## config.mk

```make
export PLATFORM = sky130hd
export DESIGN_NAME = apb_regs
export DESIGN_NICKNAME = d
export VERILOG_FILES = /design/src/matadd_pkg.sv /design/src/apb_regs.sv
export VERILOG_INCLUDE_DIRS = /design/src /design/src/src
export SDC_FILE = /design/constraint.sdc
export NUM_CORES = 1
export LEC_CHECK = 0
export ABC_AREA = 1
export ABC_CLOCK_PERIOD_IN_PS = 2500
export BUFFER_PORTS_ARGS = -buffer_cell sky130_fd_sc_hd__buf_2
export CAP_MARGIN = 5
export CORE_MARGIN = 4
export CORE_UTILIZATION = 40
export DETAILED_ROUTE_END_ITERATION = 10
export PLACE_DENSITY = 0.63
export SYNTH_ARGS = -nofsm -noshare
export SYNTH_HDL_FRONTEND = slang
export SYNTH_SLANG_ARGS = --single-unit
```

## constraint.sdc

```tcl
create_clock -name clk -period 2.5 [get_ports clk]
set_clock_uncertainty 0.2 [all_clocks]
set_input_delay 0.125 -clock clk [delete_from_list [all_inputs] [get_ports clk]]
set_output_delay 0.125 -clock clk [all_outputs]
set_load 0.02 [all_outputs]
```

## src/matadd_macros.svh

```systemverilog
// Sizes are fixed for 8x8 byte matrices; RAM addresses wrap at 2^AWIDTH bytes
`ifndef MATADD_MACROS_SVH
`define MATADD_MACROS_SVH

// Data path sizes
`define DWIDTH        8
`define MAT_SIZE      8
`define AWIDTH        10
`define STRIDE_WIDTH  16

// APB bus widths
`define REG_DWIDTH    32
`define REG_AWIDTH    8

// Register map
`define REG_CTRL_ADDR      8'h00
`define REG_A_ADDR         8'h0E
`define REG_B_ADDR         8'h12
`define REG_C_ADDR         8'h16
`define REG_MASK_ADDR      8'h20
`define REG_A_STRIDE_ADDR  8'h28
`define REG_B_STRIDE_ADDR  8'h32
`define REG_C_STRIDE_ADDR  8'h36

// Control register bits
`define START_BIT  0
`define DONE_BIT   31

// Reset values of the configuration registers
`define STRIDE_RST 16'd8
`define MASK_RST   8'hFF

// External bank codes
`define BANK_A 8'd0
`define BANK_B 8'd1
`define BANK_C 8'd2

`endif

```

## src/matadd_pkg.sv

```systemverilog
// Types assume the widths in matadd_macros.svh; a row is MAT_SIZE packed elements, lane 0 at LSB
`include "matadd_macros.svh"

package matadd_pkg;

  // Data path vectors
  typedef logic [`DWIDTH-1:0]              elem_t;
  typedef logic [`MAT_SIZE*`DWIDTH-1:0]    row_t;
  typedef logic [`AWIDTH-1:0]              addr_t;
  typedef logic [`STRIDE_WIDTH-1:0]        stride_t;
  typedef logic [`MAT_SIZE-1:0]            mask_t;

  // Register bus vectors
  typedef logic [`REG_DWIDTH-1:0]          reg_data_t;
  typedef logic [`REG_AWIDTH-1:0]          reg_addr_t;

  // Run control
  typedef enum logic [1:0] {
    IDLE,
    RUN,
    DONE
  } ctrl_state_t;

  // APB transfer decode
  typedef enum logic [1:0] {
    SETUP_WAIT,
    WRITE_ACCESS,
    READ_ACCESS
  } apb_state_t;

endpackage

```

## src/apb_regs.sv

```systemverilog
// Master must hold the access phase until PREADY; unmapped addresses share one dummy register
`timescale 1ns/1ps
`include "matadd_macros.svh"

module apb_regs (
  input  logic                   clk,
  input  logic                   PRESETn,
  input  matadd_pkg::reg_addr_t  PADDR,
  input  logic                   PWRITE,
  input  logic                   PSEL,
  input  logic                   PENABLE,
  input  matadd_pkg::reg_data_t  PWDATA,
  output matadd_pkg::reg_data_t  PRDATA,
  output logic                   PREADY,
  input  logic                   busy,
  input  logic                   done,
  output matadd_pkg::addr_t      base_a,
  output matadd_pkg::addr_t      base_b,
  output matadd_pkg::addr_t      base_c,
  output matadd_pkg::stride_t    stride_a,
  output matadd_pkg::stride_t    stride_b,
  output matadd_pkg::stride_t    stride_c,
  output matadd_pkg::mask_t      row_mask,
  output matadd_pkg::mask_t      lane_mask,
  output logic                   start_pulse,
  output logic                   clear_pulse
);
  import matadd_pkg::*;

  apb_state_t apb_state;
  mask_t      mask_rsvd;
  reg_data_t  dummy_reg;
  reg_data_t  status_word;

  // Control read view
  always_comb begin
    status_word = '0;
    status_word[`DONE_BIT]  = done;
    status_word[`START_BIT] = busy;
  end

  //////////////////////////////
  // Transfer FSM and registers
  //////////////////////////////
  always_ff @(posedge clk) begin
    if (!PRESETn) begin
      apb_state   <= SETUP_WAIT;
      PRDATA      <= '0;
      PREADY      <= 1'b0;
      start_pulse <= 1'b0;
      clear_pulse <= 1'b0;
      base_a      <= '0;
      base_b      <= '0;
      base_c      <= '0;
      stride_a    <= `STRIDE_RST;
      stride_b    <= `STRIDE_RST;
      stride_c    <= `STRIDE_RST;
      row_mask    <= `MASK_RST;
      mask_rsvd   <= `MASK_RST;
      lane_mask   <= `MASK_RST;
      dummy_reg   <= '0;
    end else begin
      // Pulses last one cycle
      start_pulse <= 1'b0;
      clear_pulse <= 1'b0;
      case (apb_state)
        SETUP_WAIT: begin
          PREADY <= 1'b0;
          PRDATA <= '0;
          // Only a fresh setup phase opens a transfer
          if (PSEL && !PENABLE) begin
            if (PWRITE) begin
              apb_state <= WRITE_ACCESS;
            end else begin
              apb_state <= READ_ACCESS;
            end
          end
        end
        WRITE_ACCESS: begin
          if (PSEL && PENABLE) begin
            case (PADDR)
              `REG_CTRL_ADDR: begin
                start_pulse <= PWDATA[`START_BIT];
                clear_pulse <= PWDATA[`DONE_BIT];
              end
              `REG_A_ADDR:        base_a   <= PWDATA[`AWIDTH-1:0];
              `REG_B_ADDR:        base_b   <= PWDATA[`AWIDTH-1:0];
              `REG_C_ADDR:        base_c   <= PWDATA[`AWIDTH-1:0];
              `REG_MASK_ADDR: begin
                row_mask  <= PWDATA[7:0];
                mask_rsvd <= PWDATA[15:8];
                lane_mask <= PWDATA[23:16];
              end
              `REG_A_STRIDE_ADDR: stride_a <= PWDATA[`STRIDE_WIDTH-1:0];
              `REG_B_STRIDE_ADDR: stride_b <= PWDATA[`STRIDE_WIDTH-1:0];
              `REG_C_STRIDE_ADDR: stride_c <= PWDATA[`STRIDE_WIDTH-1:0];
              default:            dummy_reg <= PWDATA;
            endcase
            PREADY <= 1'b1;
          end
          apb_state <= SETUP_WAIT;
        end
        READ_ACCESS: begin
          if (PSEL && PENABLE) begin
            case (PADDR)
              `REG_CTRL_ADDR:     PRDATA <= status_word;
              `REG_A_ADDR:        PRDATA <= reg_data_t'(base_a);
              `REG_B_ADDR:        PRDATA <= reg_data_t'(base_b);
              `REG_C_ADDR:        PRDATA <= reg_data_t'(base_c);
              `REG_MASK_ADDR:     PRDATA <= {8'h00, lane_mask, mask_rsvd, row_mask};
              `REG_A_STRIDE_ADDR: PRDATA <= reg_data_t'(stride_a);
              `REG_B_STRIDE_ADDR: PRDATA <= reg_data_t'(stride_b);
              `REG_C_STRIDE_ADDR: PRDATA <= reg_data_t'(stride_c);
              default:            PRDATA <= dummy_reg;
            endcase
            PREADY <= 1'b1;
          end
          apb_state <= SETUP_WAIT;
        end
        default: apb_state <= SETUP_WAIT;
      endcase
    end
  end

endmodule

```

### Yosys cells after proc, flatten, opt, wreduce, memory -nomap -nowiden

Cells that the tools add are included.

| word-level totals | value |
|---|---|
| register bits after elaboration | 171 |
| bits of input ports | 47 |
| output and inout bits | 129 |
| logic and storage cells | 54 |

| operators by class | value |
|---|---|
| eq/ne operators | 11 |
| mux-type cells | 6 |
| bitwise logic cells | 1 |
| reductions and logical operators | 21 |

Operators by type and width:

| cell | number |
|---|---|
| one-hot mux 32 bit (8 select lines) | 1 |
| one-hot mux 32 bit (2 select lines) | 1 |
| equality test 8 x 6 -> 1 bit (second input constant) | 4 |
| 2-to-1 mux 32 bit | 1 |
| AND reduction 3 bit | 8 |
| equality test 8 x 5 -> 1 bit (second input constant) | 2 |
| equality test 8 x 4 -> 1 bit (second input constant) | 1 |
| zero test 8 bit | 1 |
| OR reduction 8 bit | 1 |
| AND reduction 2 bit | 3 |
| AND reduction 4 bit | 1 |
| nonzero test 2 bit | 2 |
| equality test 2 x 1 -> 1 bit (second input constant) | 1 |
| equality test 2 bit (second input constant) | 1 |
| logical AND 1 bit | 2 |
| zero test 2 bit | 1 |
| 2-to-1 mux 2 bit | 1 |
| != test 2 x 1 -> 1 bit (second input constant) | 1 |
| != test 2 bit (second input constant) | 1 |
| one-hot mux 1 bit (2 select lines) | 1 |
| OR reduction 2 bit | 1 |
| zero test 1 bit | 1 |
| 2-to-1 mux 1 bit | 1 |
| NOT 1 bit | 1 |

### Depth between registers and ports, before layout

| depth | value |
|---|---|
| depth in word-level cells | 4 |
| gate-level depth with buffers | 12 |
| depth with buffers taken out | 11 |

### Least setup slack after synthesis

Ideal clock, no wire load.

| timing | value |
|---|---|
| path kind | register to register |
| start point | register apb_state[0] |
| end point | register PRDATA[0] |
| library setup time | 0.132 ns |
| arrival | 1.485 ns |
| required time | 2.168 ns |
| slack | 0.683 ns |
| stages on the path, launching flop included | 11 |
| path buffers | 1 |
| period minus slack after synthesis | 1.817 ns |
| path through | dfxtp_1 > inv_1 > ha_1 > inv_1 > nor2_1 > inv_1 > o21ai_0 > inv_1 > clkbuf_1 > nand2_1 > a21oi_1 |

| on the way | value |
|---|---|
| cells in the longest elaborated chain, start to end | 3 |
| elaborated cells on any way between the ends | 6 |
| classes of those cells | eq/ne: 2; mux: 1; reduce/logical: 3 |

Ends and longest elaborated chain:

| element | line | source |
|---|---|---|
| start: declaration | apb_regs.sv:30 | `apb_state_t apb_state;` |
| start signal: assignment | apb_regs.sv:47 | `apb_state <= SETUP_WAIT;` |
| start signal: assignment | apb_regs.sv:73 | `apb_state <= WRITE_ACCESS;` |
| start signal: assignment | apb_regs.sv:75 | `apb_state <= READ_ACCESS;` |
| equality test 2 bit / zero test 2 bit (equally long branches) | apb_regs.sv:66 | `case (apb_state)` |
| != test 2 bit (no source line) / nonzero test 2 bit (equally long branches) | - |  |
| AND reduction 2 bit (no source line) | - |  |
| end signal: assignment | apb_regs.sv:106 | `` `REG_CTRL_ADDR: PRDATA <= status_word; `` |
| end signal: assignment | apb_regs.sv:107 | `` `REG_A_ADDR: PRDATA <= reg_data_t'(base_a); `` |
| end signal: assignment | apb_regs.sv:108 | `` `REG_B_ADDR: PRDATA <= reg_data_t'(base_b); `` |
| end: declaration | apb_regs.sv:13 | `output matadd_pkg::reg_data_t PRDATA,` |

Parallel ways exist; a longest one is shown, timed or not.
A chain may end at the register's enable or synchronous reset.

### Worst setup path after layout

| timing | value |
|---|---|
| start point | register apb_state[1] |
| end point | register base_b[7] |

| on the way | value |
|---|---|
| cells in the longest elaborated chain, start to end | 2 |

Ends and longest elaborated chain:

| element | line | source |
|---|---|---|
| equality test 2 x 1 -> 1 bit | apb_regs.sv:66 |  |
| AND reduction 3 bit (no source line) | - |  |
| end signal: assignment | apb_regs.sv:87 | `` `REG_B_ADDR: base_b <= PWDATA[`AWIDTH-1:0]; `` |
| end: declaration | apb_regs.sv:18 | `output matadd_pkg::addr_t base_b,` |

No other way between the ends.

==> run summary <==
The initialized floorplan defines 49 standard-cell rows. The number of global-route vias before repair was 6786. Fill cells in the final layout number 1777. The count of cells resized by post-cts repair came out at 0. The number of cell instances on the worst register-to-register path came out at 7. In the post-synthesis netlist, the cell with the most instances is sky130_fd_sc_hd__nand3_1.

The total clock sinks is 171. The number of enable-type register cells in the synthesized netlist is 0. The total of buffers placed on input and output ports is 175. The number of nets in the finished design came out at 1284. The die is 144 µm tall. Yosys printed 0 warnings. The number of distinct library cells after synthesis came out at 23. Summing over every cut layer, the via total after detailed routing is 7508. Clock tree synthesis selected as its root buffer the cell sky130_fd_sc_hd__clkbuf_16. For this configuration, the core starts out at a cell density of 0.410. Setup repair after global routing could not meet its margin everywhere.

In the finished design, the share of the clock period the worst path needs comes to 0.981. The first global-routing pass estimated 36.8 mm of wire. Of the total power, the share spent switching nets is 0.235. The largest individual stage delay along the critical path comes from the cell sky130_fd_sc_hd__nand3_1. The register area is 3420 µm². Clock tree synthesis inserted a total of 17 buffers.

The share of total power in combinational logic is 0.062. After clock tree synthesis, the clock-pin slew on the worst setup and hold paths is 0.07 ns. The worst register-to-register path begins at apb_state[1].

The internal portion of the total power is 0.00444 W. In the synthesized netlist, the number of instances is 1044. The normalized max-slew margin came out at 0.292. Of the total power, registers draw 0.473. The clock latency at the later pin of the worst-skew pair is 0.42 ns.

The number of maximum-capacitance constraint violations came out at 0. The area share of the leading cell type in the synthesized netlist came out at 0.460. Summing every instance area after synthesis gives 7440 µm².

The global placement routability congestion is 0.879. Summing all multi-input logic gate instances after layout gives 3310 µm². The area inside the core boundary is 18100 µm². The antenna cell count is 0. The maximum clock insertion buffer count is 2. The worst vdd rail ir drop is 526 µV. The delay of the slowest critical-path stage came out at 0.62 ns. The static leakage power came out at 4.34 nW. The measured slew at the worst slew-check pin is 1.06 ns.

The fraction of power consumed by the clock network came out at 0.465. The most used flip-flop cell after synthesis is sky130_fd_sc_hd__dfxtp_1. The share of synthesized area occupied by flip-flops and latches is 0.460. The detailed-router iteration count before antenna repair is 5. The most critical setup path has its startpoint at apb_state[1].

The CTS H-tree depth came out at 4. By startpoint and endpoint, the worst setup path is classified as reg2reg. The count of unresolved DRC violations after routing is 0. The routed via count divided by cell count came out at 5.09.

The most critical setup path has its endpoint at base_b[7]. The dominant cell type by count on the critical path is sky130_fd_sc_hd__inv_1. The worst setup path is captured at a flop. The wire length per cell is 16.1 µm.

The clock period minus worst slack is 2.45 ns. In the global route stage, overall resource usage came out at 0.225. The number of nets still failing antenna checks after routing is 0. The pin count of the biggest net entering global routing is 138. The total wirelength of the detailed-routed design is 23.7 mm. The run finished with clean final reports. The growth of design area from synthesis to finish is 27.9%.

In this run the critical register-to-register path is captured at base_b[7]. For this design the ratio of total power to cell area is 610 nW/µm². The count of boundary I/O pins is 176. The nature of the critical path startpoint is a flop. The top fanout value on the critical path came out at 20. By area the synthesized netlist is led by sky130_fd_sc_hd__dfxtp_1 46%, sky130_fd_sc_hd__nand3_1 12%, sky130_fd_sc_hd__nand2_1 7.9%. The critical path goes through inv_1, ha_1, nand2_1, inv_1, nand3_1, o21ai_0, a21oi_1. The synthesized design spends more area on one cell type than any other, namely sky130_fd_sc_hd__dfxtp_1. The data required time of the worst path is 2.58 ns. Buffers added to address setup during post-CTS repair amount to 0. The synthesized area per cell is 7.13 µm². The half-perimeter wire length of the detailed placement result is 16.2 mm. The fmax came out at 408 MHz. TritonCTS built the clock tree. Summed over all layers, the global routing overflow is 0.

The endpoint arrival time on the critical path came out at 2.53 ns. The x dimension of the die came out at 144 µm. The net count after synthesis is 1094.

The worst setup slack for register-to-register paths is 0.05 ns. The core utilization of the finished layout is 0.524. The die covers 20900 µm².

The count of final max-slew check failures came to 0. The hold violation total from the final report came out at 0. The tightest hold margin came out at 0.0217 ns. The path type of the worst min-delay path is in2reg. The total of flip-flops plus latches after synthesis came out at 171. The fraction of registers with async set or reset after synthesis is 0.

Of the cells placed in the final design, the portion with a size suffix greater than 1 is 0.206. By count the netlist is led by 182 x sky130_fd_sc_hd__nand3_1, 171 x sky130_fd_sc_hd__dfxtp_1, 156 x sky130_fd_sc_hd__nand2_1. The initial antenna violation count came out at 0. The number of endpoints failing setup at the final stage is 0. In the final timing run, aggregate negative setup slack is 0 ns. The detailed router finished its first iteration with 610 violations. The net switching power of the design came out at 0.00136 W.
==> how the worst min path moves through the flow <==
stage	start	to	depth (start not counted)
3_3_place_gp	PWDATA[31]	clear_pulse	3
2_1_floorplan	PWDATA[31]	clear_pulse	2
3_5_place_dp	PWDATA[31]	clear_pulse	3
4_1_cts	PADDR[2]	stride_c[0]	6
5_1_grt	PRESETn	lane_mask[1]	3
6_report	PRESETn	lane_mask[6]	3
==> metal layers <==
layer  vias to the layer above  global-route usage  wire [µm]
met2                       248               0.370      11300
li1                       3810                   -          -
met5                         -                   0          0
met1                      3430               0.302      10600
met4                         0              0.0609        325
met3                        20              0.0450       1490
==> timing repair <==
| action | CTS | global route |
|---|---|---|
| hold buffers | 41 | 0 |
| endpoints found under the setup margin | 0 | 30 |
| endpoints found under the hold margin | 140 | 0 |
==> per-stage QoR <==
stage | total power, W | area, µm² | setup WS (ns) | cells
after floorplan | 0.00299 | 7440 | 0.683 | 1044
after detailed placement | 0.00312 | 8500 | 0.0792 | 1403
after global placement | 0.00312 | 8500 | 0.0649 | 1403
final | 0.00581 | 9520 | 0.0467 | 1476
after CTS | 0.00585 | 9520 | 0.0753 | 1476
after global routing | 0.00599 | 9520 | -0.190 | 1476
==> power groups by stage <==
stage / sequential (W) / clock [W] / combinational [W]
floorplan: 0.00281 / 0 / 0.000177
global placement: 0.00281 / 0 / 0.000311
detailed placement: 0.00281 / 0 / 0.000312
CTS: 0.00275 / 0.00274 / 0.000360
global route: 0.00275 / 0.00285 / 0.000397
finish: 0.00275 / 0.00270 / 0.000361
==> final cells by class <==
| cell class | instances | area share |
|---|---|---|
| clock inverters | 11 | 0.0142 |
| inverters | 105 | 0.0414 |
| multi-input cells | 698 | 0.347 |
| repair buffers | 241 | 0.158 |
| flip-flops and latches | 171 | 0.360 |
| clock buffers | 21 | 0.0494 |
| well taps | 229 | 0.0301 |
==> logic make-up (layout without fill, tap and decap cells) <==
family | count (synthesis) | after routing | share of synthesized area
simple gates | 461 | 461 | 0.279
flops | 171 | 171 | 0.460
fa+ha+maj | 3 | 3 | 0.00504
compound gates | 234 | 234 | 0.159
buf+inv | 175 | 378 | 0.0967
==> cell usage in the layout, fill, tap and decap left out, drive strengths merged <==
cell           n
a211oi         1
a21oi        113
buf          200
bufinv         2
clkbuf        21
clkinv         4
clkinvlp       2
dfxtp        171
dlygate4sd3   41
ha             3
inv          108
nand2        164
nand3        183
nor2         114
o211ai         5
o21ai        115
==> worst max-delay path, delay by kind of cell, from the launching register on <==
family,cells,cell delay (ns)
and+or+nand+nor,2,0.75
AOI/OAI and AO/OA,2,0.44
buffers and inverters,2,0.45
DFF,1,0.32
adders and majority gates,1,0.14
(Power assumes the default switching activity.)
