**src/matadd_macros.svh**
```systemverilog
// Sizes are fixed for 8x8 byte matrices; RAM addresses wrap at 2^AWIDTH bytes
`ifndef MATADD_MACROS_SVH
`define MATADD_MACROS_SVH

// Data path sizes
`define DWIDTH        8
`define MAT_SIZE      8
`define AWIDTH        10
`define STRIDE_WIDTH  16

// APB bus widths
`define REG_DWIDTH    32
`define REG_AWIDTH    8

// Register map
`define REG_CTRL_ADDR      8'h00
`define REG_A_ADDR         8'h0E
`define REG_B_ADDR         8'h12
`define REG_C_ADDR         8'h16
`define REG_MASK_ADDR      8'h20
`define REG_A_STRIDE_ADDR  8'h28
`define REG_B_STRIDE_ADDR  8'h32
`define REG_C_STRIDE_ADDR  8'h36

// Control register bits
`define START_BIT  0
`define DONE_BIT   31

// Reset values of the configuration registers
`define STRIDE_RST 16'd8
`define MASK_RST   8'hFF

// External bank codes
`define BANK_A 8'd0
`define BANK_B 8'd1
`define BANK_C 8'd2

`endif

```
**src/matadd_pkg.sv**
```systemverilog
// Types assume the widths in matadd_macros.svh; a row is MAT_SIZE packed elements, lane 0 at LSB
`include "matadd_macros.svh"

package matadd_pkg;

  // Data path vectors
  typedef logic [`DWIDTH-1:0]              elem_t;
  typedef logic [`MAT_SIZE*`DWIDTH-1:0]    row_t;
  typedef logic [`AWIDTH-1:0]              addr_t;
  typedef logic [`STRIDE_WIDTH-1:0]        stride_t;
  typedef logic [`MAT_SIZE-1:0]            mask_t;

  // Register bus vectors
  typedef logic [`REG_DWIDTH-1:0]          reg_data_t;
  typedef logic [`REG_AWIDTH-1:0]          reg_addr_t;

  // Run control
  typedef enum logic [1:0] {
    IDLE,
    RUN,
    DONE
  } ctrl_state_t;

  // APB transfer decode
  typedef enum logic [1:0] {
    SETUP_WAIT,
    WRITE_ACCESS,
    READ_ACCESS
  } apb_state_t;

endpackage

```
**src/ram_port_if.sv**
```systemverilog
// One RAM port; rdata follows addr by one clock and we is a per-byte write mask
`timescale 1ns/1ps

interface ram_port_if;
  import matadd_pkg::*;

  addr_t addr;
  row_t  wdata;
  mask_t we;
  row_t  rdata;

  // Sequencer side
  modport requester (
    output addr,
    output wdata,
    output we,
    input  rdata
  );

  // RAM side
  modport memory (
    input  addr,
    input  wdata,
    input  we,
    output rdata
  );

endinterface

```
**src/row_sequencer.sv**
```systemverilog
// Run length is fixed at MAT_SIZE rows; RAM contents must not change externally during a run
`timescale 1ns/1ps
`include "matadd_macros.svh"

module row_sequencer (
  input  logic                 clk,
  input  logic                 PRESETn,
  input  matadd_pkg::addr_t    base_a,
  input  matadd_pkg::addr_t    base_b,
  input  matadd_pkg::addr_t    base_c,
  input  matadd_pkg::stride_t  stride_a,
  input  matadd_pkg::stride_t  stride_b,
  input  matadd_pkg::stride_t  stride_c,
  input  matadd_pkg::mask_t    row_mask,
  input  matadd_pkg::mask_t    lane_mask,
  input  logic                 start_pulse,
  input  logic                 clear_pulse,
  output logic                 busy,
  output logic                 done,
  ram_port_if.requester        port_a,
  ram_port_if.requester        port_b,
  ram_port_if.requester        port_c
);
  import matadd_pkg::*;

  localparam int ROW_W = $clog2(`MAT_SIZE);

  ctrl_state_t      state;
  logic [ROW_W:0]   rd_cnt;
  logic             rd_valid;
  logic             wr_valid;
  logic [ROW_W-1:0] wr_row;
  row_t             sum_row;

  //////////////////////////////
  // Control FSM
  //////////////////////////////
  // One extra RUN cycle after the last read lets the row 7 write drain
  assign rd_valid = (state == RUN) && (rd_cnt < `MAT_SIZE);

  always_ff @(posedge clk) begin
    if (!PRESETn) begin
      state    <= IDLE;
      rd_cnt   <= '0;
      wr_valid <= 1'b0;
      wr_row   <= '0;
    end else begin
      // Write stage trails the read by one cycle
      wr_valid <= rd_valid;
      wr_row   <= rd_cnt[ROW_W-1:0];
      case (state)
        IDLE: begin
          if (start_pulse) begin
            state  <= RUN;
            rd_cnt <= '0;
          end
        end
        RUN: begin
          if (rd_valid) begin
            rd_cnt <= rd_cnt + 1'b1;
          end
          if (wr_valid && (wr_row == (`MAT_SIZE - 1))) begin
            state <= DONE;
          end
        end
        DONE: begin
          if (clear_pulse) begin
            state <= IDLE;
          end
        end
        default: state <= IDLE;
      endcase
    end
  end

  assign busy = (state == RUN);
  assign done = (state == DONE);

  //////////////////////////////
  // Read address generation
  //////////////////////////////
  // Row address is base + row * stride, modulo the RAM size
  assign port_a.addr  = addr_t'(base_a + rd_cnt * stride_a);
  assign port_b.addr  = addr_t'(base_b + rd_cnt * stride_b);
  assign port_a.wdata = '0;
  assign port_b.wdata = '0;
  assign port_a.we    = '0;
  assign port_b.we    = '0;

  //////////////////////////////
  // Adder and C write
  //////////////////////////////
  always_comb begin
    for (int i = 0; i < `MAT_SIZE; i++) begin
      // Byte sums wrap mod 256
      sum_row[i*`DWIDTH +: `DWIDTH] = elem_t'(port_a.rdata[i*`DWIDTH +: `DWIDTH]
                                             + port_b.rdata[i*`DWIDTH +: `DWIDTH]);
    end
  end

  assign port_c.addr  = addr_t'(base_c + wr_row * stride_c);
  assign port_c.wdata = sum_row;
  // Masked rows write nothing
  assign port_c.we    = (wr_valid && row_mask[wr_row]) ? lane_mask : '0;

endmodule

```
**src/flat_wrapper.sv**
```systemverilog
// flat-port wrapper written by rule: the top's interface ports become plain ports
module row_sequencer_flat import matadd_pkg::*;
  (clk, PRESETn, base_a, base_b, base_c, stride_a, stride_b, stride_c, row_mask, lane_mask, start_pulse, clear_pulse, busy, done, port_a_addr, port_a_wdata, port_a_we, port_a_rdata, port_b_addr, port_b_wdata, port_b_we, port_b_rdata, port_c_addr, port_c_wdata, port_c_we, port_c_rdata);
  ram_port_if port_a_i ();
  ram_port_if port_b_i ();
  ram_port_if port_c_i ();
  input  logic clk;
  input  logic PRESETn;
  input  matadd_pkg::addr_t base_a;
  input  matadd_pkg::addr_t base_b;
  input  matadd_pkg::addr_t base_c;
  input  matadd_pkg::stride_t stride_a;
  input  matadd_pkg::stride_t stride_b;
  input  matadd_pkg::stride_t stride_c;
  input  matadd_pkg::mask_t row_mask;
  input  matadd_pkg::mask_t lane_mask;
  input  logic start_pulse;
  input  logic clear_pulse;
  output logic busy;
  output logic done;
  output wire logic [$bits(port_a_i.addr)-1:0] port_a_addr;
  output wire logic [$bits(port_a_i.wdata)-1:0] port_a_wdata;
  output wire logic [$bits(port_a_i.we)-1:0] port_a_we;
  input wire logic [$bits(port_a_i.rdata)-1:0] port_a_rdata;
  output wire logic [$bits(port_b_i.addr)-1:0] port_b_addr;
  output wire logic [$bits(port_b_i.wdata)-1:0] port_b_wdata;
  output wire logic [$bits(port_b_i.we)-1:0] port_b_we;
  input wire logic [$bits(port_b_i.rdata)-1:0] port_b_rdata;
  output wire logic [$bits(port_c_i.addr)-1:0] port_c_addr;
  output wire logic [$bits(port_c_i.wdata)-1:0] port_c_wdata;
  output wire logic [$bits(port_c_i.we)-1:0] port_c_we;
  input wire logic [$bits(port_c_i.rdata)-1:0] port_c_rdata;
  assign port_a_addr = port_a_i.addr;
  assign port_a_wdata = port_a_i.wdata;
  assign port_a_we = port_a_i.we;
  assign port_a_i.rdata = port_a_rdata;
  assign port_b_addr = port_b_i.addr;
  assign port_b_wdata = port_b_i.wdata;
  assign port_b_we = port_b_i.we;
  assign port_b_i.rdata = port_b_rdata;
  assign port_c_addr = port_c_i.addr;
  assign port_c_wdata = port_c_i.wdata;
  assign port_c_we = port_c_i.we;
  assign port_c_i.rdata = port_c_rdata;
  row_sequencer u_core (.clk(clk), .PRESETn(PRESETn), .base_a(base_a), .base_b(base_b), .base_c(base_c), .stride_a(stride_a), .stride_b(stride_b), .stride_c(stride_c), .row_mask(row_mask), .lane_mask(lane_mask), .start_pulse(start_pulse), .clear_pulse(clear_pulse), .busy(busy), .done(done), .port_a(port_a_i), .port_b(port_b_i), .port_c(port_c_i));
endmodule
```
**config.mk**
```make
export PLATFORM = sky130hd
export DESIGN_NAME = row_sequencer_flat
export DESIGN_NICKNAME = d
export VERILOG_FILES = /design/src/matadd_pkg.sv /design/src/ram_port_if.sv /design/src/row_sequencer.sv /design/src/flat_wrapper.sv
export VERILOG_INCLUDE_DIRS = /design/src /design/src/src
export SDC_FILE = /design/constraint.sdc
export NUM_CORES = 1
export LEC_CHECK = 0
export ABC_AREA = 1
export BUFFER_PORTS_ARGS = -buffer_cell sky130_fd_sc_hd__buf_2
export CORE_AREA = 4 4 205 207
export DETAILED_ROUTE_END_ITERATION = 16
export DIE_AREA = 0 0 209 211
export SLEW_MARGIN = 20
export SYNTH_ARGS = -nofsm -noshare
export SYNTH_HDL_FRONTEND = slang
export SYNTH_SLANG_ARGS = --single-unit
```
**constraint.sdc**
```tcl
create_clock -name clk -period 11 [get_ports clk]
set_clock_uncertainty 0.1 [all_clocks]
set_input_delay 1.1 -clock clk [delete_from_list [all_inputs] [get_ports clk]]
set_output_delay 1.1 -clock clk [all_outputs]
set_load 0.1 [all_outputs]
```
### Yosys cells after proc, flatten, opt, wreduce, memory -nomap -nowiden

Cells that the tools add are included.

* add/subtract/negate cells: 12
* multiply operators: 3
* magnitude comparators: 2
* equal/unequal tests: 7
* multiplexer cells: 10
* reductions and logical operators: 7

Operator list (number)
* $add A8 B8 Y8: 8
* $mul A4 B16 Y10: 2
* $add A10 B10 Y10: 3
* $mul A3 B16 Y10: 1
* $mux W4: 2
* $mux W8: 1
* $pmux W4 S2: 1
* $mux W2: 3
* $pmux W2 S3: 1
* $reduce_and A3 Y1: 2
* $add A4 B1 Y4 const B: 1
* $lt A3 B4 Y1 const B: 1
* $lt A4 B4 Y1 const B: 1
* $ne A2 B1 Y1 const B: 2
* $ne A2 B2 Y1 const B: 2
* $bmux W1 S3: 1
* $eq A3 B3 Y1 const B: 1
* $logic_and A1 B1 Y1: 3
* $eq A2 B1 Y1 const B: 1
* $eq A2 B2 Y1 const B: 1
* $logic_not A2 Y1: 1
* $reduce_bool A2 Y1: 1
* $mux W1: 1

* flip-flop bits (word level): 10
* input bits: 290
* word-level logic and storage cells: 45

### Depth between registers and ports, before layout

Gate-level depths: netlist of the first run.

* depth after elaboration: 4
* mapped depth: 17

### Least setup slack after synthesis of the first run

Ideal clock, no wire load.

* path kind: input to output
* start point: input port stride_a[1]
* end point: output port port_a_addr[6]
* arrival: 4.921 ns
* required time: 9.800 ns
* setup slack: 4.879 ns
* cell stages on the path: 13
* buffers on the path: 0
* cells stage by stage: nand2_1 > inv_1 > fa_1 > fa_1 > inv_1 > fa_1 > inv_1 > ha_1 > nand2_1 > inv_1 > nand3_1 > o21ai_1 > xor2_1

* cells in the longest elaborated chain, start to end: 2

Ends and longest elaborated chain
* start: declaration: line flat_wrapper.sv:12 `input matadd_pkg::stride_t stride_a;`
* $mul A4 B16 Y10: line row_sequencer.sv:83 `assign port_a.addr = addr_t'(base_a + rd_cnt * stride_a);`
* $add A10 B10 Y10: line row_sequencer.sv:83
* end: declaration: line flat_wrapper.sv:21 `output wire logic [$bits(port_a_i.addr)-1:0] port_a_addr;`

Every way passes these cells.

### Final worst setup path of the first run

* start point: input port stride_a[1]
* end point: output port port_a_addr[9]

Same word-level chain as after synthesis.

==> results of run 1 <==
final cells by class:
cell class,instances,area [µm²]
sequential,10,200.2
clock buffer,4,88.84
timing repair buffer,314,1579
tap,532,665.6
antenna,1,2.502
fill,4593,30990
inverter,272,1022
multi-input combinational,839,5818
layout by cell type, fill, tap and decap left out:
cell type,n
buf_2,311
o21ai_0,5
inv_2,1
nand2_1,226
o211ai_1,6
inv_1,270
ha_1,94
o21ai_1,14
diode_2,1
clkinv_2,1
conb_1,144
dfxtp_1,10
xnor2_1,36
buf_4,3
fa_1,63
a41oi_1,1
a21o_1,22
clkbuf_8,1
nor2_1,30
a211oi_1,1
nand3b_1,1
a31oi_1,19
nand3_4,1
clkbuf_16,3
nand2_2,4
nand3_1,72
nand2_4,1
a21oi_1,31
nand4_1,23
nand3_2,3
mux2i_1,1
o211ai_2,1
xor2_1,39
o21ai_2,1
stage by stage:
| stage | cells | cell area [µm²] |
|---|---|---|
| 5_1_grt | 1972 | 9376 |
| 6_report | 1972 | 9376 |
| 3_5_place_dp | 1967 | 9285 |
| 4_1_cts | 1971 | 9374 |
| 2_1_floorplan | 1278 | 8209 |
| 3_3_place_gp | 1967 | 9285 |
worst max-delay path, stage by stage:
cell and delay [ns]:
buf_2 0.13, nand2_1 0.06, inv_1 0.06, fa_1 0.50, fa_1 0.54, inv_1 0.05
fa_1 0.49, inv_1 0.04, ha_1 0.36, a21oi_1 0.21, nand2_1 0.14, a21oi_1 0.15
nand3_1 0.09, nand2_1 0.06, buf_2 0.43
final timing paths:
kind	start	end	slack, ns	depth (start not counted)
worst max register to register	u_core.rd_cnt[1]	u_core.rd_cnt[2]	9.31	4
worst min register to register	u_core.state[0]	u_core.state[1]	0.48	2
worst min-delay path	u_core.state[0]	u_core.state[1]	0.48	2
worst max-delay path	stride_a[1]	port_a_addr[9]	5.35	15
power breakdown:
part | internal, µW | switching [µW] | total [µW]
combinational | 179 | 952 | 1130
clock | 54.6 | 16.6 | 71.2
sequential | 38.5 | 4.32 | 42.8
routing by layer:
layer / share of wire [%] / up-vias / global-route usage, % / routed length (µm)
met4: 0.84 / 4 / 0.9226 / 180
li1: - / 3804 / - / -
met3: 6.2 / 18 / 1.678 / 1339
met2: 50 / 192 / 16.59 / 10830
met5: 0.13 / - / 0 / 27
met1: 43 / 3411 / 11.54 / 9149
cells by family (layout without fill, tap and decap cells):
| group | count (synthesis) | in the layout | synth area share [%] |
|---|---|---|---|
| and+or+nand+nor | 361 | 361 | 20.29 |
| DFF | 10 | 10 | 2.609 |
| buffers and inverters | 429 | 590 | 28.55 |
| muxes | 1 | 1 | 0.1305 |
| AOI/OAI and AO/OA | 101 | 101 | 8.040 |
| adders and majority gates | 157 | 157 | 31.77 |
| other | 1 | 145 | 0.04888 |
| xor gates and xnor gates | 75 | 75 | 8.562 |
flip-flops by register name, indices dropped and copies added, names as in the netlist:
| name | flops |
|---|---|
| u_core.wr_valid | 1 |
| u_core.rd_cnt | 4 |
| u_core.wr_row | 3 |
| u_core.state | 2 |
==> flow_summary.json, run 1 <==
{
  "status": "finished, final reports clean",
  "syn_avg_cell_area_um2": 6.760,
  "final_core_util_pct": 23.23,
  "hold_violations": 0,
  "wl_per_cell_um": 10.92,
  "hold_buffers": 0,
  "cts_buffers": 3,
  "max_freq_ghz": 0.1769,
  "hold_slack_ns": 0.4797,
  "syn_inst": 1135,
  "first_pass_iters": 4,
  "cts_setup_buffers": 0,
  "power.density_nw_per_um2": 132.8,
  "clockBufferDepth": 2,
  "setup_tns_ns": 0,
  "slew_violations": 0,
  "fin_ws_ns": 5.349,
  "synth_most_common_cell": "inv_1",
  "die-area_um2": 44100,
  "maxSlewHeadroom_pct": 42.50,
  "gp_congestion": 0.8898,
  "vias": 7429,
  "required_ns": 9.80,
  "post_cts_resized": 0,
  "cts.htree.levels": 1,
  "arrival_ns": 4.45,
  "fp.dieH_um": 211,
  "vdd_drop_max_uv": 94.81,
  "worstSkewPairLatency_ns": 0.23,
  "timing.final.crit_share_pct": 51.38,
  "drc": 0,
  "p_leak_uw": 0.006086,
  "yosysTopAreaCellShare_pct": 16.44,
  "ys_async_sr_fraction_pct": 0,
  "final_layout_size_suffix_gt1_share_pct": 23.00,
  "holdCritPathClass": "flop to flop",
  "synth_largest_area_cell": "fa_1",
  "worst_slew_pin_slew_ns": 0.8613,
  "rsz0062_at_grt": "false",
  "wirelength_mm": 21.53,
  "ys_ff_latch": 10,
  "initial_core_util_pct": 19.01,
  "crit_fanout": 5,
  "syn_to_final_growth_pct": 22.21,
  "port_buffers": 311,
  "path_clk_slew_ns": 0.04,
  "worstSetupEndpointType": "output pin",
  "setup_violations": 0,
  "coreArea_um2": 40370,
  "io_pins": 538,
  "first_global_vias": 7344,
  "routed_via_density": 3.767,
  "die_x_um": 209,
  "drt-initial-drc-count": 279,
  "gr-total-overflow": 0,
  "cts_tree": "yes",
  "maxCapViolCount": 0,
  "antenna_found_initial": 4,
  "crit_path_start_kind": "primary input",
  "place_hpwl_mm": 19.81,
  "layout.nets": 1887,
  "grt_max_degree": 27,
  "grt_pass1_wl_mm": 34.47,
  "ant_nets": 0,
  "rows": 74,
  "path_class": "primary input to output pin",
  "synth_area_leaders": "fa_1 (16%), ha_1 (15%), buf_4 (15%)",
  "ys_top_cells_by_count": "inv_1 (270), nand2_1 (226), buf_4 (149)",
  "finalCriticalPeriod_ns": 5.651,
  "synth_seq_area_share_pct": 2.609,
  "track_usage_pct": 9.068,
  "cts-root-buf": "clkbuf_16",
  "synth_area_um2": 7672,
  "clock-sinks": 10,
  "synth-edff-count": 0,
  "power_uw": 1246,
  "synth-main-ff-cell": "dfxtp_1",
  "dp_slack_ns": 5.340,
  "ys.warnings.count": 0,
  "ys_types": 33
}
Note: power is estimated with default switching activity, not from simulation.
==> inputs of run 2 (changes only) <==
Clock period 11 ns to 5.7 ns, I/O delays scaled along.
==> flow_summary.json, run 2 (same netlist as run 1, synthesis figures left out) <==
{
  "largestRegisters": "u_core.rd_cnt x4, u_core.wr_row x3, u_core.state x2",
  "path_buf_inv": 5,
  "cp_top_family": "adder cells",
  "cts_tree": "yes",
  "wl_per_cell_um": 10.93,
  "required_ns": 5.03,
  "p_switching_uw": 1882,
  "startpoint": "u_core.rd_cnt[1]",
  "cts_setup_buffers": 0,
  "cts.htree.levels": 1,
  "grt_pass1_wl_mm": 34.43,
  "r2r_cells": 5,
  "vdd_drop_max_uv": 204.4,
  "p_seq_share_pct": 3.5,
  "routed_via_density": 3.772,
  "first_pass_iters": 4,
  "clockBufferDepth": 2,
  "cp_slowest_cell": "dfxtp_1",
  "most-common-layout-cells": "buf_2 (311), inv_1 (270), nand2_1 (226), conb_1 (144), ha_1 (94)",
  "crit_end": "port_b_addr[9]",
  "io_pins": 538,
  "final_layout_size_suffix_gt1_share_pct": 23.22,
  "layout.nets": 1891,
  "critPathMaxStageDelay_ns": 0.68,
  "hold_buffers": 0,
  "crit_fanout": 15,
  "layout.cells.most_common": "buf_2",
  "p_sw_share_pct": 78.11,
  "die_x_um": 209,
  "timing.final.crit_share_pct": 85.22,
  "worstSkewPairLatency_ns": 0.24,
  "rrSetupSlack_ns": 4.00,
  "status": "finished, final reports clean",
  "post_cts_resized": 0,
  "path_depth": 15,
  "clockPowerShare_pct": 5.8,
  "initial_core_util_pct": 19.01,
  "finalCriticalPeriod_ns": 4.857,
  "setup_tns_ns": 0,
  "coreArea_um2": 40370,
  "largest_reg_flops": 4,
  "place_area_um2": 9315,
  "slew_violations": 0,
  "port_buffers": 311,
  "clock-sinks": 10,
  "wirelength_mm": 21.61,
  "path_cells": "buf_4 -> nand2_1 -> inv_1 -> fa_1 -> fa_1 -> inv_1 -> fa_1 -> inv_1 -> ha_1 -> a21oi_1 -> o21ai_0 -> a21oi_1 -> nand3_1 -> nand2_1 -> buf_2",
  "power.density_nw_per_um2": 256.1,
  "holdCritPathClass": "flop to flop",
  "vias": 7454,
  "maxCapViolCount": 0,
  "maxSlewHeadroom_pct": 57.69,
  "setup_violations": 0,
  "largest_register": "u_core.rd_cnt",
  "path_clk_slew_ns": 0.04,
  "worst_slew_pin_slew_ns": 0.6338,
  "syn_to_final_growth_pct": 22.60,
  "grt_max_degree": 17,
  "hold_violations": 0,
  "p_leak_uw": 0.006108,
  "crit_path_start_kind": "flop",
  "rows": 74,
  "path_class": "flop to output pin",
  "die-area_um2": 44100,
  "worstSetupEndpointType": "output pin",
  "gr-total-overflow": 0,
  "drc": 0,
  "gp_congestion": 0.8776,
  "antenna_found_initial": 5,
  "reg2reg_to": "u_core.rd_cnt[2]",
  "arrival_ns": 4.19,
  "combPwrFrac_pct": 90.7,
  "cts-root-buf": "clkbuf_16",
  "track_usage_pct": 9.054,
  "drt-initial-drc-count": 249,
  "max_freq_ghz": 0.2059,
  "cts_buffers": 3,
  "final_cell_area_um2": 9407,
  "place_hpwl_mm": 20.12,
  "rr_startpoint": "u_core.rd_cnt[0]",
  "ant_nets": 0,
  "first_global_vias": 7257,
  "rsz0062_at_grt": "false",
  "fp.dieH_um": 211,
  "p_int_uw": 527.4
}
==> run 2: changes by cell type in the layout (fill, tap and decap cells not counted) <==
cell,before,now
buf_4,3,7
==> run 2: through the flow <==
stage	hold WS (ns)	setup WS [ns]	cells	util, %	total power (µW)
2_1_floorplan	0.4266	0.5139	1278	-	2033
5_1_grt	0.5266	0.5398	1975	23.30	2530
6_report	0.5022	0.8425	1976	23.30	2409
3_5_place_dp	0.5053	1.082	1971	23.08	2275
4_1_cts	0.5077	0.8113	1975	23.30	2422
3_3_place_gp	0.4795	1.082	1971	23.08	2264
==> run 2: worst reg2reg max path, delay by kind of cell, from the launching register on <==
kind,cells,cell delay (ns)
AOI/OAI and AO/OA,1,0.12
adders and majority gates,1,0.17
and+or+nand+nor,1,0.09
xor gates and xnor gates,1,0.14
buffers and inverters,1,0.30
DFF,1,0.71
==> run 2: area by class of cell <==
cell class	instances	area, µm²
antenna	1	2.502
clock buffer	4	88.84
fill	4583	30960
inverter	272	1022
multi-input combinational	839	5818
sequential	10	200.2
tap	532	665.6
timing repair buffer	318	1609
==> run 2: power groups by stage <==
stage                     Sequential, µW  Combinational [µW]  Clock [µW]
after floorplan                     77.7                1960           0
after global placement              86.5                2180           0
after detailed placement            86.4                2190           0
after CTS                           85.3                2190         143
after global routing                86.2                2300         147
final                               85.0                2190         139
==> run 2: worst min path at each step <==
stage	startpoint	end	slack, ns	cells after the start
after CTS	PRESETn	u_core.wr_row[2]	0.51	3
after global placement	u_core.state[1]	u_core.rd_cnt[3]	0.48	4
after floorplan	u_core.state[0]	u_core.state[1]	0.43	2
after detailed placement	u_core.state[1]	u_core.rd_cnt[3]	0.51	4
after global routing	PRESETn	u_core.wr_row[1]	0.53	3
final	u_core.state[1]	u_core.rd_cnt[3]	0.50	4
==> run 2: per-layer routing <==
layer	GRT usage [%]	wire length [µm]
met5	0	54
met4	0.6301	150
met3	1.782	1290
met2	16.31	10770
met1	11.78	9342
